===== src/source/cpuPkg.sv =====
// Processor shared types
package cpuPkg;

	// Primary opcodes.
	typedef enum logic [5:0] {
		opRType = 6'h00,
		opJ     = 6'h02,
		opJal   = 6'h03,
		opBeq   = 6'h04,
		opBne   = 6'h05,
		opAddi  = 6'h08,
		opSlti  = 6'h0A,
		opAndi  = 6'h0C,
		opOri   = 6'h0D,
		opXori  = 6'h0E,
		opLw    = 6'h23,
		opSw    = 6'h2B,
		opHlt   = 6'h3F
	} opcodeT;

	// Function codes of register-type instructions.
	typedef enum logic [5:0] {
		fSll = 6'h00,
		fSrl = 6'h02,
		fJr  = 6'h08,
		fAdd = 6'h20,
		fSub = 6'h22,
		fAnd = 6'h24,
		fOr  = 6'h25,
		fXor = 6'h26,
		fNor = 6'h27,
		fSlt = 6'h2A
	} functT;

	typedef enum logic [3:0] {
		aluAdd = 4'd0,
		aluSub = 4'd1,
		aluAnd = 4'd2,
		aluOr  = 4'd3,
		aluXor = 4'd4,
		aluNor = 4'd5,
		aluSlt = 4'd6,
		aluSll = 4'd7,
		aluSrl = 4'd8
	} aluOpT;

	typedef struct packed {
		logic  regDst;     // Destination is rd.
		logic  aluSrc;     // Second operand is the immediate.
		logic  memToReg;
		logic  regWriteEn;
		logic  memWriteEn;
		logic  memReadEn;
		logic  zeroExtend;
		logic  link;       // Jump-and-link.
		logic  halt;
		aluOpT aluOp;
	} controlT;

	// Registers 0 to 5 with register 0 at index 0.
	typedef logic [5:0][31:0] regWindowT;

endpackage


===== src/source/instructionMemory.sv =====
// Test program ROM
`timescale 1ns/1ns

module instructionMemory import cpuPkg::*; #(
	parameter int romDepth = 256
) (
	input  logic [31:0] address,
	output logic [31:0] instruction
);

	function automatic logic [31:0] rWord(functT f, logic [4:0] rs, logic [4:0] rt,
		logic [4:0] rd, logic [4:0] sh);
		return {opRType, rs, rt, rd, sh, f};
	endfunction

	function automatic logic [31:0] iWord(opcodeT op, logic [4:0] rs, logic [4:0] rt,
		logic [15:0] imm);
		return {op, rs, rt, imm};
	endfunction

	function automatic logic [31:0] jWord(opcodeT op, logic [25:0] target);
		return {op, target};
	endfunction

	always_comb begin
		instruction = jWord(opHlt, 26'd0);
		if (address < romDepth) begin
			case (address)
				32'd0:  instruction = iWord(opAddi, 5'd0, 5'd1, 16'd5);
				32'd1:  instruction = iWord(opAddi, 5'd0, 5'd2, 16'd3);
				32'd2:  instruction = rWord(fAdd, 5'd1, 5'd2, 5'd3, 5'd0);
				32'd3:  instruction = rWord(fSub, 5'd1, 5'd2, 5'd4, 5'd0);
				32'd4:  instruction = rWord(fAnd, 5'd1, 5'd2, 5'd5, 5'd0);
				32'd5:  instruction = rWord(fOr, 5'd1, 5'd2, 5'd5, 5'd0);
				32'd6:  instruction = rWord(fXor, 5'd1, 5'd2, 5'd5, 5'd0);
				32'd7:  instruction = rWord(fNor, 5'd1, 5'd2, 5'd5, 5'd0);
				32'd8:  instruction = rWord(fSlt, 5'd5, 5'd1, 5'd5, 5'd0); // -8 < 5.
				32'd9:  instruction = rWord(fSll, 5'd0, 5'd3, 5'd3, 5'd2);
				32'd10: instruction = rWord(fSrl, 5'd0, 5'd3, 5'd3, 5'd1);
				32'd11: instruction = iWord(opAndi, 5'd3, 5'd4, 16'h00F0);
				32'd12: instruction = iWord(opOri, 5'd4, 5'd4, 16'h8000);
				32'd13: instruction = iWord(opXori, 5'd4, 5'd4, 16'hF000);
				32'd14: instruction = iWord(opSlti, 5'd4, 5'd5, 16'hFFFF);
				32'd15: instruction = iWord(opSw, 5'd0, 5'd3, 16'd4);
				32'd16: instruction = iWord(opLw, 5'd0, 5'd5, 16'd4);
				32'd17: instruction = iWord(opBeq, 5'd1, 5'd1, 16'd2);  // Skips 18.
				32'd18: instruction = iWord(opAddi, 5'd0, 5'd2, 16'h0099);
				32'd19: instruction = iWord(opBne, 5'd1, 5'd1, 16'd5);
				32'd20: instruction = jWord(opJal, 26'd24);
				32'd21: instruction = jWord(opJ, 26'd23);
				32'd22: instruction = iWord(opAddi, 5'd0, 5'd2, 16'h0077);
				32'd23: instruction = jWord(opHlt, 26'd0);
				32'd24: instruction = iWord(opAddi, 5'd1, 5'd1, 16'd1); // Subroutine.
				32'd25: instruction = rWord(fJr, 5'd31, 5'd0, 5'd0, 5'd0);
				default: instruction = jWord(opHlt, 26'd0);
			endcase
		end
	end

endmodule


===== config.mk =====
export PLATFORM = sky130hd
export DESIGN_NAME = instructionMemory
export DESIGN_NICKNAME = d
export VERILOG_FILES = /design/src/source/cpuPkg.sv /design/src/source/instructionMemory.sv
export SDC_FILE = /design/constraint.sdc
export NUM_CORES = 1
export LEC_CHECK = 0
export BUFFER_PORTS_ARGS = -buffer_cell sky130_fd_sc_hd__buf_2
export CORE_ASPECT_RATIO = 1.1
export CORE_MARGIN = 10
export CORE_UTILIZATION = 49
export DETAILED_ROUTE_END_ITERATION = 7
export PLACE_DENSITY = 0.91
export SETUP_SLACK_MARGIN = 0.2
export SLEW_MARGIN = 5
export SYNTH_ARGS = -nofsm -noshare
export SYNTH_HDL_FRONTEND = slang
export SYNTH_SLANG_ARGS = --single-unit

===== constraint.sdc =====
create_clock -name vclk -period 3.59
set_input_delay 0.1795 -clock vclk [all_inputs]
set_output_delay 0.1795 -clock vclk [all_outputs]
set_load 0.05 [all_outputs]

[Yosys cells after proc, flatten, opt, wreduce, memory -nomap -nowiden]
Memories as Yosys holds them, arrays and structs flattened.
Index checks and enable logic that the tools add are counted.
Cells by class
  $lt $le $gt $ge: 1
  mux-type cells: 2
  reduce and logical (&&, ||, !) cells: 1
Operators by type and width (number)
  $mux 32: 2
  $lt 32x9->1 const B: 1
  $logic_not 27->1: 1
Storage, ports and cells
  register bits: 0
  memory bits (read-only): 960
  input bits: 32
  output and inout bits: 32
  word-level logic and storage cells: 5
  memories kept: 1
Memory list
  (name not given): words 32, bits a word 30, read ports 1, clocked after memory_dff 0, wr ports 0, line instructionMemory.sv:28  | case (address)

[Logic depth before layout (Yosys ltp)]
Gate-level depths: netlist of run 1.
  depth after elaboration: 3
  mapped depth: 7
  depth with buffers taken out: 6

[Worst setup path before layout of run 1]
OpenSTA, ideal clock, no wires.
  path kind: input-to-output
  start: in address[23]
  end: out instruction[10]
  arrival: 2.553 ns
  required time: 3.411 ns
  path slack: 0.858 ns
  cell stages on the path: 6
  path buffers: 2
  cell sequence: nor4_1 > and4_1 > nand4_4 > buf_6 > nor3_1 > buf_4
Between the ends
  word-level cells in the longest chain between the ends: 3
  elaborated cells between the ends (all ways): 4
  those cells by class: order compare (1); mux (2); reduce/logical (1)
RTL lines
  start, declared: line instructionMemory.sv:7  | input logic [31:0] address,
  parallel branches: the longest is 2 deep, another holds $lt 32x9->1
  $mux 32 (*): line instructionMemory.sv:27  | if (address < romDepth) begin
  end, declared: line instructionMemory.sv:8  | output logic [31:0] instruction
Every way passes the cells marked *.

[Worst setup path after layout of run 1]
  start: in address[3]
  end: out instruction[5]
Between the ends
  word-level cells in the longest chain between the ends: 3
  elaborated cells between the ends (all ways): 4
  those cells by class: order compare (1); mux (2); memory (1)
RTL lines (line)
  parallel branches: the longest is 2 deep, another holds $lt 32x9->1
  $mux 32 (*): instructionMemory.sv:27
Marked as above.

==> results of run 1 <==
-- critical path: stages --
cell,delay (ps)
buf_2,440
clkinv_1,400
a21oi_1,210
nor2_1,70
a2111oi_2,350
buf_2,330
-- worst max path at each step --
stage / start / endpoint
2_1_floorplan: address[23] / instruction[10]
3_3_place_gp: address[3] / instruction[5]
3_5_place_dp: address[3] / instruction[5]
4_1_cts: address[3] / instruction[5]
5_1_grt: address[3] / instruction[5]
6_report: address[3] / instruction[5]
-- synthesized netlist by cell type (2+ instances only) --
cell	instances	area [µm²]
o21ai_0	13	65.06
clkbuf_1	4	15.01
nor2_1	15	56.30
nor2b_1	2	12.51
a221o_1	2	20.02
or2_2	2	12.51
nor4_1	5	31.28
a21o_1	2	15.01
nand2b_1	9	56.30
buf_6	2	22.52
a22oi_1	2	15.01
nor3_2	4	40.04
a311oi_2	2	30.03
nand2_1	30	112.6
buf_4	5	37.54
buf_2	8	40.04
ha_1	7	87.58
nor4_2	2	25.02
nor3_1	5	25.02
nand3_1	7	35.03
inv_1	5	18.77
a31oi_1	3	18.77
a21oi_1	8	40.04
a211oi_1	2	15.01
o31ai_1	3	22.52
a32oi_1	3	26.28
-- routing by layer --
layer / routed length, µm / vias to the layer above
met3: 427 / 0
met1: 1364 / 605
li1: - / 697
met2: 1689 / 69
met4: 0 / 0
met5: 0 / -
-- power by group through the flow --
stage | Combinational [mW] | Clock [mW] | Sequential, mW
after floorplan | 0.0780 | 0 | 0
after global placement | 0.104 | 0 | 0
after detailed placement | 0.106 | 0 | 0
after CTS | 0.106 | 0 | 0
after global routing | 0.120 | 0 | 0
final | 0.108 | 0 | 0
-- logic make-up (layout without fill, tap and decap cells) --
logic type,after synthesis,in the layout
compound gates,47,47
fa+ha+maj,7,7
buf+inv,27,68
mux,1,1
other cells,1,2
simple gates,87,87
-- cell type report --
cell class                      instances  share of cell area
Inverter                                6             0.01765
Multi-Input combinational cell        144              0.7118
Tap cell                               28             0.02745
Timing Repair Buffer                   62              0.2431
-- stage by stage --
stage	cells	hold WS (ps)	utilization	cell area, µm²
finish	240	966.5	0.6316	1276
global route	240	985.7	0.6316	1276
CTS	240	962.6	0.6316	1276
detailed placement	240	961.8	0.6316	1276
global placement	240	959.6	0.6316	1276
floorplan	171	649.0	-	1055
==> run summary, run 1 <==
The overall overflow remaining after global route came out at 0. The post-synthesis compound-gate area fraction was 0.3214; the filler cell count was 212. The die covers 4399 µm². The final weighted congestion in routability-driven placement came out at 0.8928. By area, the combinational part of the netlist is dominated by simple AND/OR/NAND/NOR gates. In this run the worst path has a maximum fanout of 34. The number of clock-tree buffers in the layout came out at 0. The simple-gate share of the synthesized area works out to 0.4429.

The final-report max-slew violation count came out at 0. The quantity of hold-fixing buffers added after cts is 0. For the standard-cell row count, the log shows 17.

The initial core utilization is 0.5201. The critical path startpoint category was a primary input. Averaged over all synthesized cells, the footprint is 6.182 µm². The internal power of the cells totals 0.03786 mW.

The area added between synthesis and finish came out at 21.43%. After synthesis the cells add up to 1051 µm². Area used by sequential logic in the layout: 0 µm². The startpoint-to-endpoint class of the critical path is in2out. The run gives 0 as the count of synthesis-stage warnings from yosys.

Die extent in x: 64.16 µm. The count of nets left with antenna violations once routing finished came out at 0. The post-CTS setup repair buffer count is 0, and the final number of setup-violating endpoints is 0. The placed wire-length estimate is 2717 µm.

At the pin with the least slew margin, the transition time is 578.9 ps. The data required time at the worst endpoint is 3410 ps, and the total number of vias is 1371. For this design the total switching power over the nets is 0.06990 mW. The worst hold path begins at address[1]. The tools report the global routing met2 resource utilization as 0.2736. The tool flagged a number of max-cap violations equal to 0. The top-level port count was 64.

The count of sequential standard cells was 0; the post-route fraction of the period consumed by the critical path was 0.6070. Fraction of power spent switching nets: 0.6486. The relative contribution of the clock network to total power is 0, and the number of nets in the layout is 253. The run gives 0 as the final hold violation count. The number of optimization iterations in the first detailed-route pass was 4.

The mux contribution to synthesized area works out to 0.009524. In the final layout, the multi-input gates occupy 908.4 µm². For this block, the routed nets add up to 3481 µm of wire. Along the worst hold path, the cell count comes to 4.

The number of antenna violations at the first check in global routing was 0. The setup TNS after final layout was 0 ps; the share of the synthesized netlist area taken by xor and xnor gates was 0. The post-route DRC violation count was 0. The cell count after synthesis came out at 170. The combinational cell fraction of total power came out at 1.000. Setup repair after global routing left no endpoint under its margin. Overall power consumption after layout is estimated at 0.1078 mW. Once the clock tree was built, the resizer swapped 0 gates to a different size. The first global-routing pass estimated 5630 µm of wire. The average wire per standard cell works out to 14.50 µm. Shortest clock period the worst path allows after layout: 2179 ps. The layer carrying the most global-route usage is met2. The post-synthesis share of cell area spent on full adders, half adders and majority gates was 0.08333; the layout cell share with drive strength beyond 1 was 0.3538. The core region is 2021 µm². Leaving out fill and tap cells, the most frequent cells in the layout are buf_2, nand2_1, nor2_1, o21ai_0, nand2b_1. The die is 68.58 µm tall. The tools report the largest net degree at the start of global routing as 37. The logs give 0.1632 for the met1 track demand over resource and 1411 ps for the least setup slack across all paths after layout. Nature of the critical path endpoint: an output port. After synthesis, the netlist uses 44 different library cells. The tools report the post-placement worst setup slack as 1456 ps. Leaving out fill and tap cells, the most frequent cell in the layout is buf_2.

The run gives 0.6068 nW as the static leakage. The worst hold path belongs to the class in2out. The sequential fraction of the synthesis area is 0, and the fmax is 458.9 MHz. The number of antenna diodes in the final layout is 0.

Dividing the detail-routed via count by the number of cells gives 5.713. The flow ran to the end, and the final reports show no timing, DRC or antenna violations. In this run, the number of DRC markers left after iteration 0 of detailed routing was 72. The via count of the first global-routing pass is 1289. For the maximum VDD drop, the log shows 55.66 µV. For the met3 capacity usage during global routing, the log shows 0.04026. Remaining max-slew budget at the tightest pin: 0.6140. The global router's overall resource usage was 0.1444.

The terminating pin of the worst hold path is instruction[6]. The total power divided by cell area came out at 84.44 nW/µm². The port buffer count works out to 62. The sequential power share was 0. The tools report the data arrival time at the worst-slack endpoint as 2000 ps.
Note: power is estimated with default switching activity, not from simulation.
==> run 2, diff against run 1 <==
--- a/config.mk
+++ b/config.mk
@@ -8,9 +8,9 @@
 export BUFFER_PORTS_ARGS = -buffer_cell sky130_fd_sc_hd__buf_2
 export CORE_ASPECT_RATIO = 1.1
 export CORE_MARGIN = 10
-export CORE_UTILIZATION = 49
+export CORE_UTILIZATION = 42
 export DETAILED_ROUTE_END_ITERATION = 7
-export PLACE_DENSITY = 0.91
+export PLACE_DENSITY = 0.83
 export SETUP_SLACK_MARGIN = 0.2
 export SLEW_MARGIN = 5
 export SYNTH_ARGS = -nofsm -noshare
==> constraint.sdc (replaced) <==
create_clock -name vclk -period 1.75
set_input_delay 0.0875 -clock vclk [all_inputs]
set_output_delay 0.0875 -clock vclk [all_outputs]
set_load 0.05 [all_outputs]
==> run summary, run 2 (synthesized netlist as in run 1, its figures left out) <==
The flow ran to the end, and the final reports show no timing, DRC or antenna violations. The run gives 213 (+200%) as the violation count after the first detailed-route iteration. The run gives 0.3070 mW (+180%) as the post-route total power. The data required time at the worst endpoint was 1660 ps (-1750 ps); the remaining max-slew budget at the tightest pin was 0.6062 (-0.007862). The average wire per standard cell was 20.31 µm (+40%); the fmax was 584.3 MHz. The slowest cell on the critical path is a311o_1.

The run gives 0 (unchanged) as the number of antenna violations at the first check in global routing. For the relative contribution of the clock network to total power, the log shows 0 (unchanged). The area added between synthesis and finish is 82.38%. The post-route fraction of the period consumed by the critical path was 0.9780; the setup TNS after final layout was 0 ps (unchanged). The number of buffers and inverters on the critical path is 3 (unchanged), and the global-route wire length before repair is 6658 µm (+18%).

Port buffer count: 62 (unchanged). For the count of sequential standard cells, the log shows 0 (unchanged). Mean number of vias per cell: 6.277 (+9.9%).

Setup repair after global routing could not meet its margin everywhere. The number of placed instances with taps included was 252 (+5.0%); the die span in y was 72.47 µm (+5.7%). The number of max-capacitance violations reported is 0 (unchanged), and the pin slew with the least headroom to its limit is 590.7 ps (+11.79 ps). The largest net degree at the start of global routing is 25 (-32%), and the die footprint is 4906 µm² (+12%). The run gives 0 (unchanged) as the number of clock-tree buffers in the layout.

The utilization after layout came out at 0.8263 (+0.1947). The maximum VDD drop is 168.6 µV (+200%), and the static leakage is 0.7970 nW (+31%). Gate family responsible for the most delay along the worst path: simple AND/OR/NAND/NOR gates.

Die extent in x: 67.70 µm (+5.5%). The global router's overall resource usage is 0.1634 (+0.01895). Critical path startpoint category: a primary input. The combinational cell fraction of total power was 1.000 (about the same); the layout cell share with drive strength beyond 1 was 0.4956 (+0.1418). The top cell types in the final layout, fill and taps aside, are nand2_1, buf_6, buf_2, o21ai_0.

The post-route DRC violation count is 0 (unchanged), and the final-report max-slew violation count is 0 (unchanged). The number of optimization iterations in the first detailed-route pass came out at 5 (+1). The count of antenna diodes in the layout was 0 (unchanged). The logs give 3161 µm (+16%) for the placed wire-length estimate and 256 (+6.7%) for the post-route non-filler standard cell count. Via count of the first global-routing pass: 1386 (+7.5%). The startpoint-to-endpoint class of the critical path is in2out.

The top-level port count was 64 (unchanged). The fraction of power spent switching nets came out at 0.6454 (-0.003243). The run gives 2320 µm² (+15%) as the area of the core region.

The number of nets in the layout was 267 (+5.5%). The largest fanout of any net on the critical path was 7 (-79%). The initial core utilization is 0.4531 (-0.06705). The tools report the final weighted congestion in routability-driven placement as 0.9346 (+4.7%). For the standard-cell row count, the log shows 18 (+1). The signal on the critical path passes through buf_2 > nor4_2 > and4_1 > nand4_4 > buf_12 > a311o_1 > buf_6. The worst hold path belongs to the class in2out. The final hold violation count was 0 (unchanged).

The total number of vias came out at 1607 (+17%). The sequential power share is 0 (unchanged). For the number of routed nets with antenna violations, the log shows 0 (unchanged). The total power divided by cell area came out at 160.2 nW/µm² (+90%).

The peak per-stage delay on the critical path came out at 340 ps (-100 ps). The quantity of hold-fixing buffers added after cts was 0 (unchanged); the reported net switching power was 0.1982 mW (+180%). The logs give 1620 ps (-380 ps) for the data arrival time at the worst-slack endpoint and 0.1089 mW (+190%) for the internal cell power. Wire length reported by the detailed router: 5200 µm (+49%).

The overall overflow remaining after global route was 0 (unchanged). Nature of the critical path endpoint: an output port. The shortest clock period the worst path allows after layout came out at 1711 ps. The final number of setup-violating endpoints was 0 (unchanged); the area used by sequential logic in the layout was 0 µm² (unchanged).
[run 2: metrics by stage]
stage | instance area (µm²) | worst slack [ps] | hold WS, ps
finish | 1917 | 38.56 | 643.9
global route | 1917 | -7.850 | 660.4
detailed placement | 1508 | 80.83 | 670.7
floorplan | 1200 | -29.03 | 463.2
CTS | 1695 | 129.3 | 629.0
global placement | 1508 | 83.06 | 675.7
[run 2: power groups by stage]
stage / Sequential (mW) / Combinational (mW) / Clock [mW]
CTS: 0 / 0.265 / 0
finish: 0 / 0.307 / 0
global route: 0 / 0.325 / 0
global placement: 0 / 0.252 / 0
detailed placement: 0 / 0.256 / 0
floorplan: 0 / 0.182 / 0
[run 2: repair_timing]
action,4_1_cts,5_1_grt
endpoints found under the hold margin,0,0
setup endpoints to repair,25,30
gates cloned,1,0
gates resized for setup,44,47
pin swaps,1,13
buffers inserted,1,2
[run 2: metal layers]
layer	part of all wire	vias to the layer above	GRT usage
met5	0	-	0
li1	-	720	-
met3	0.099	22	0.01075
met2	0.55	133	0.3302
met4	0.034	0	0.006849
met1	0.32	732	0.1828
[run 2: layout make-up]
class              instances  area (µm²)
repair buffers            76       725.7
multi-input cells        144        1129
inverters                  6       25.02
well taps                 30       37.54
fillers                  134       402.9
[run 2: path summary, 6_finish.rpt]
| path | from | to | cells after the start |
|---|---|---|---|
| hold / removal | address[3] | instruction[16] | 3 |
| setup / recovery | address[14] | instruction[29] | 7 |
[run 2: tightest hold or removal path, delay by kind of cell]
kind / cells / cell delay [ps]
buf+inv: 2 / 340
compound gates: 1 / 130
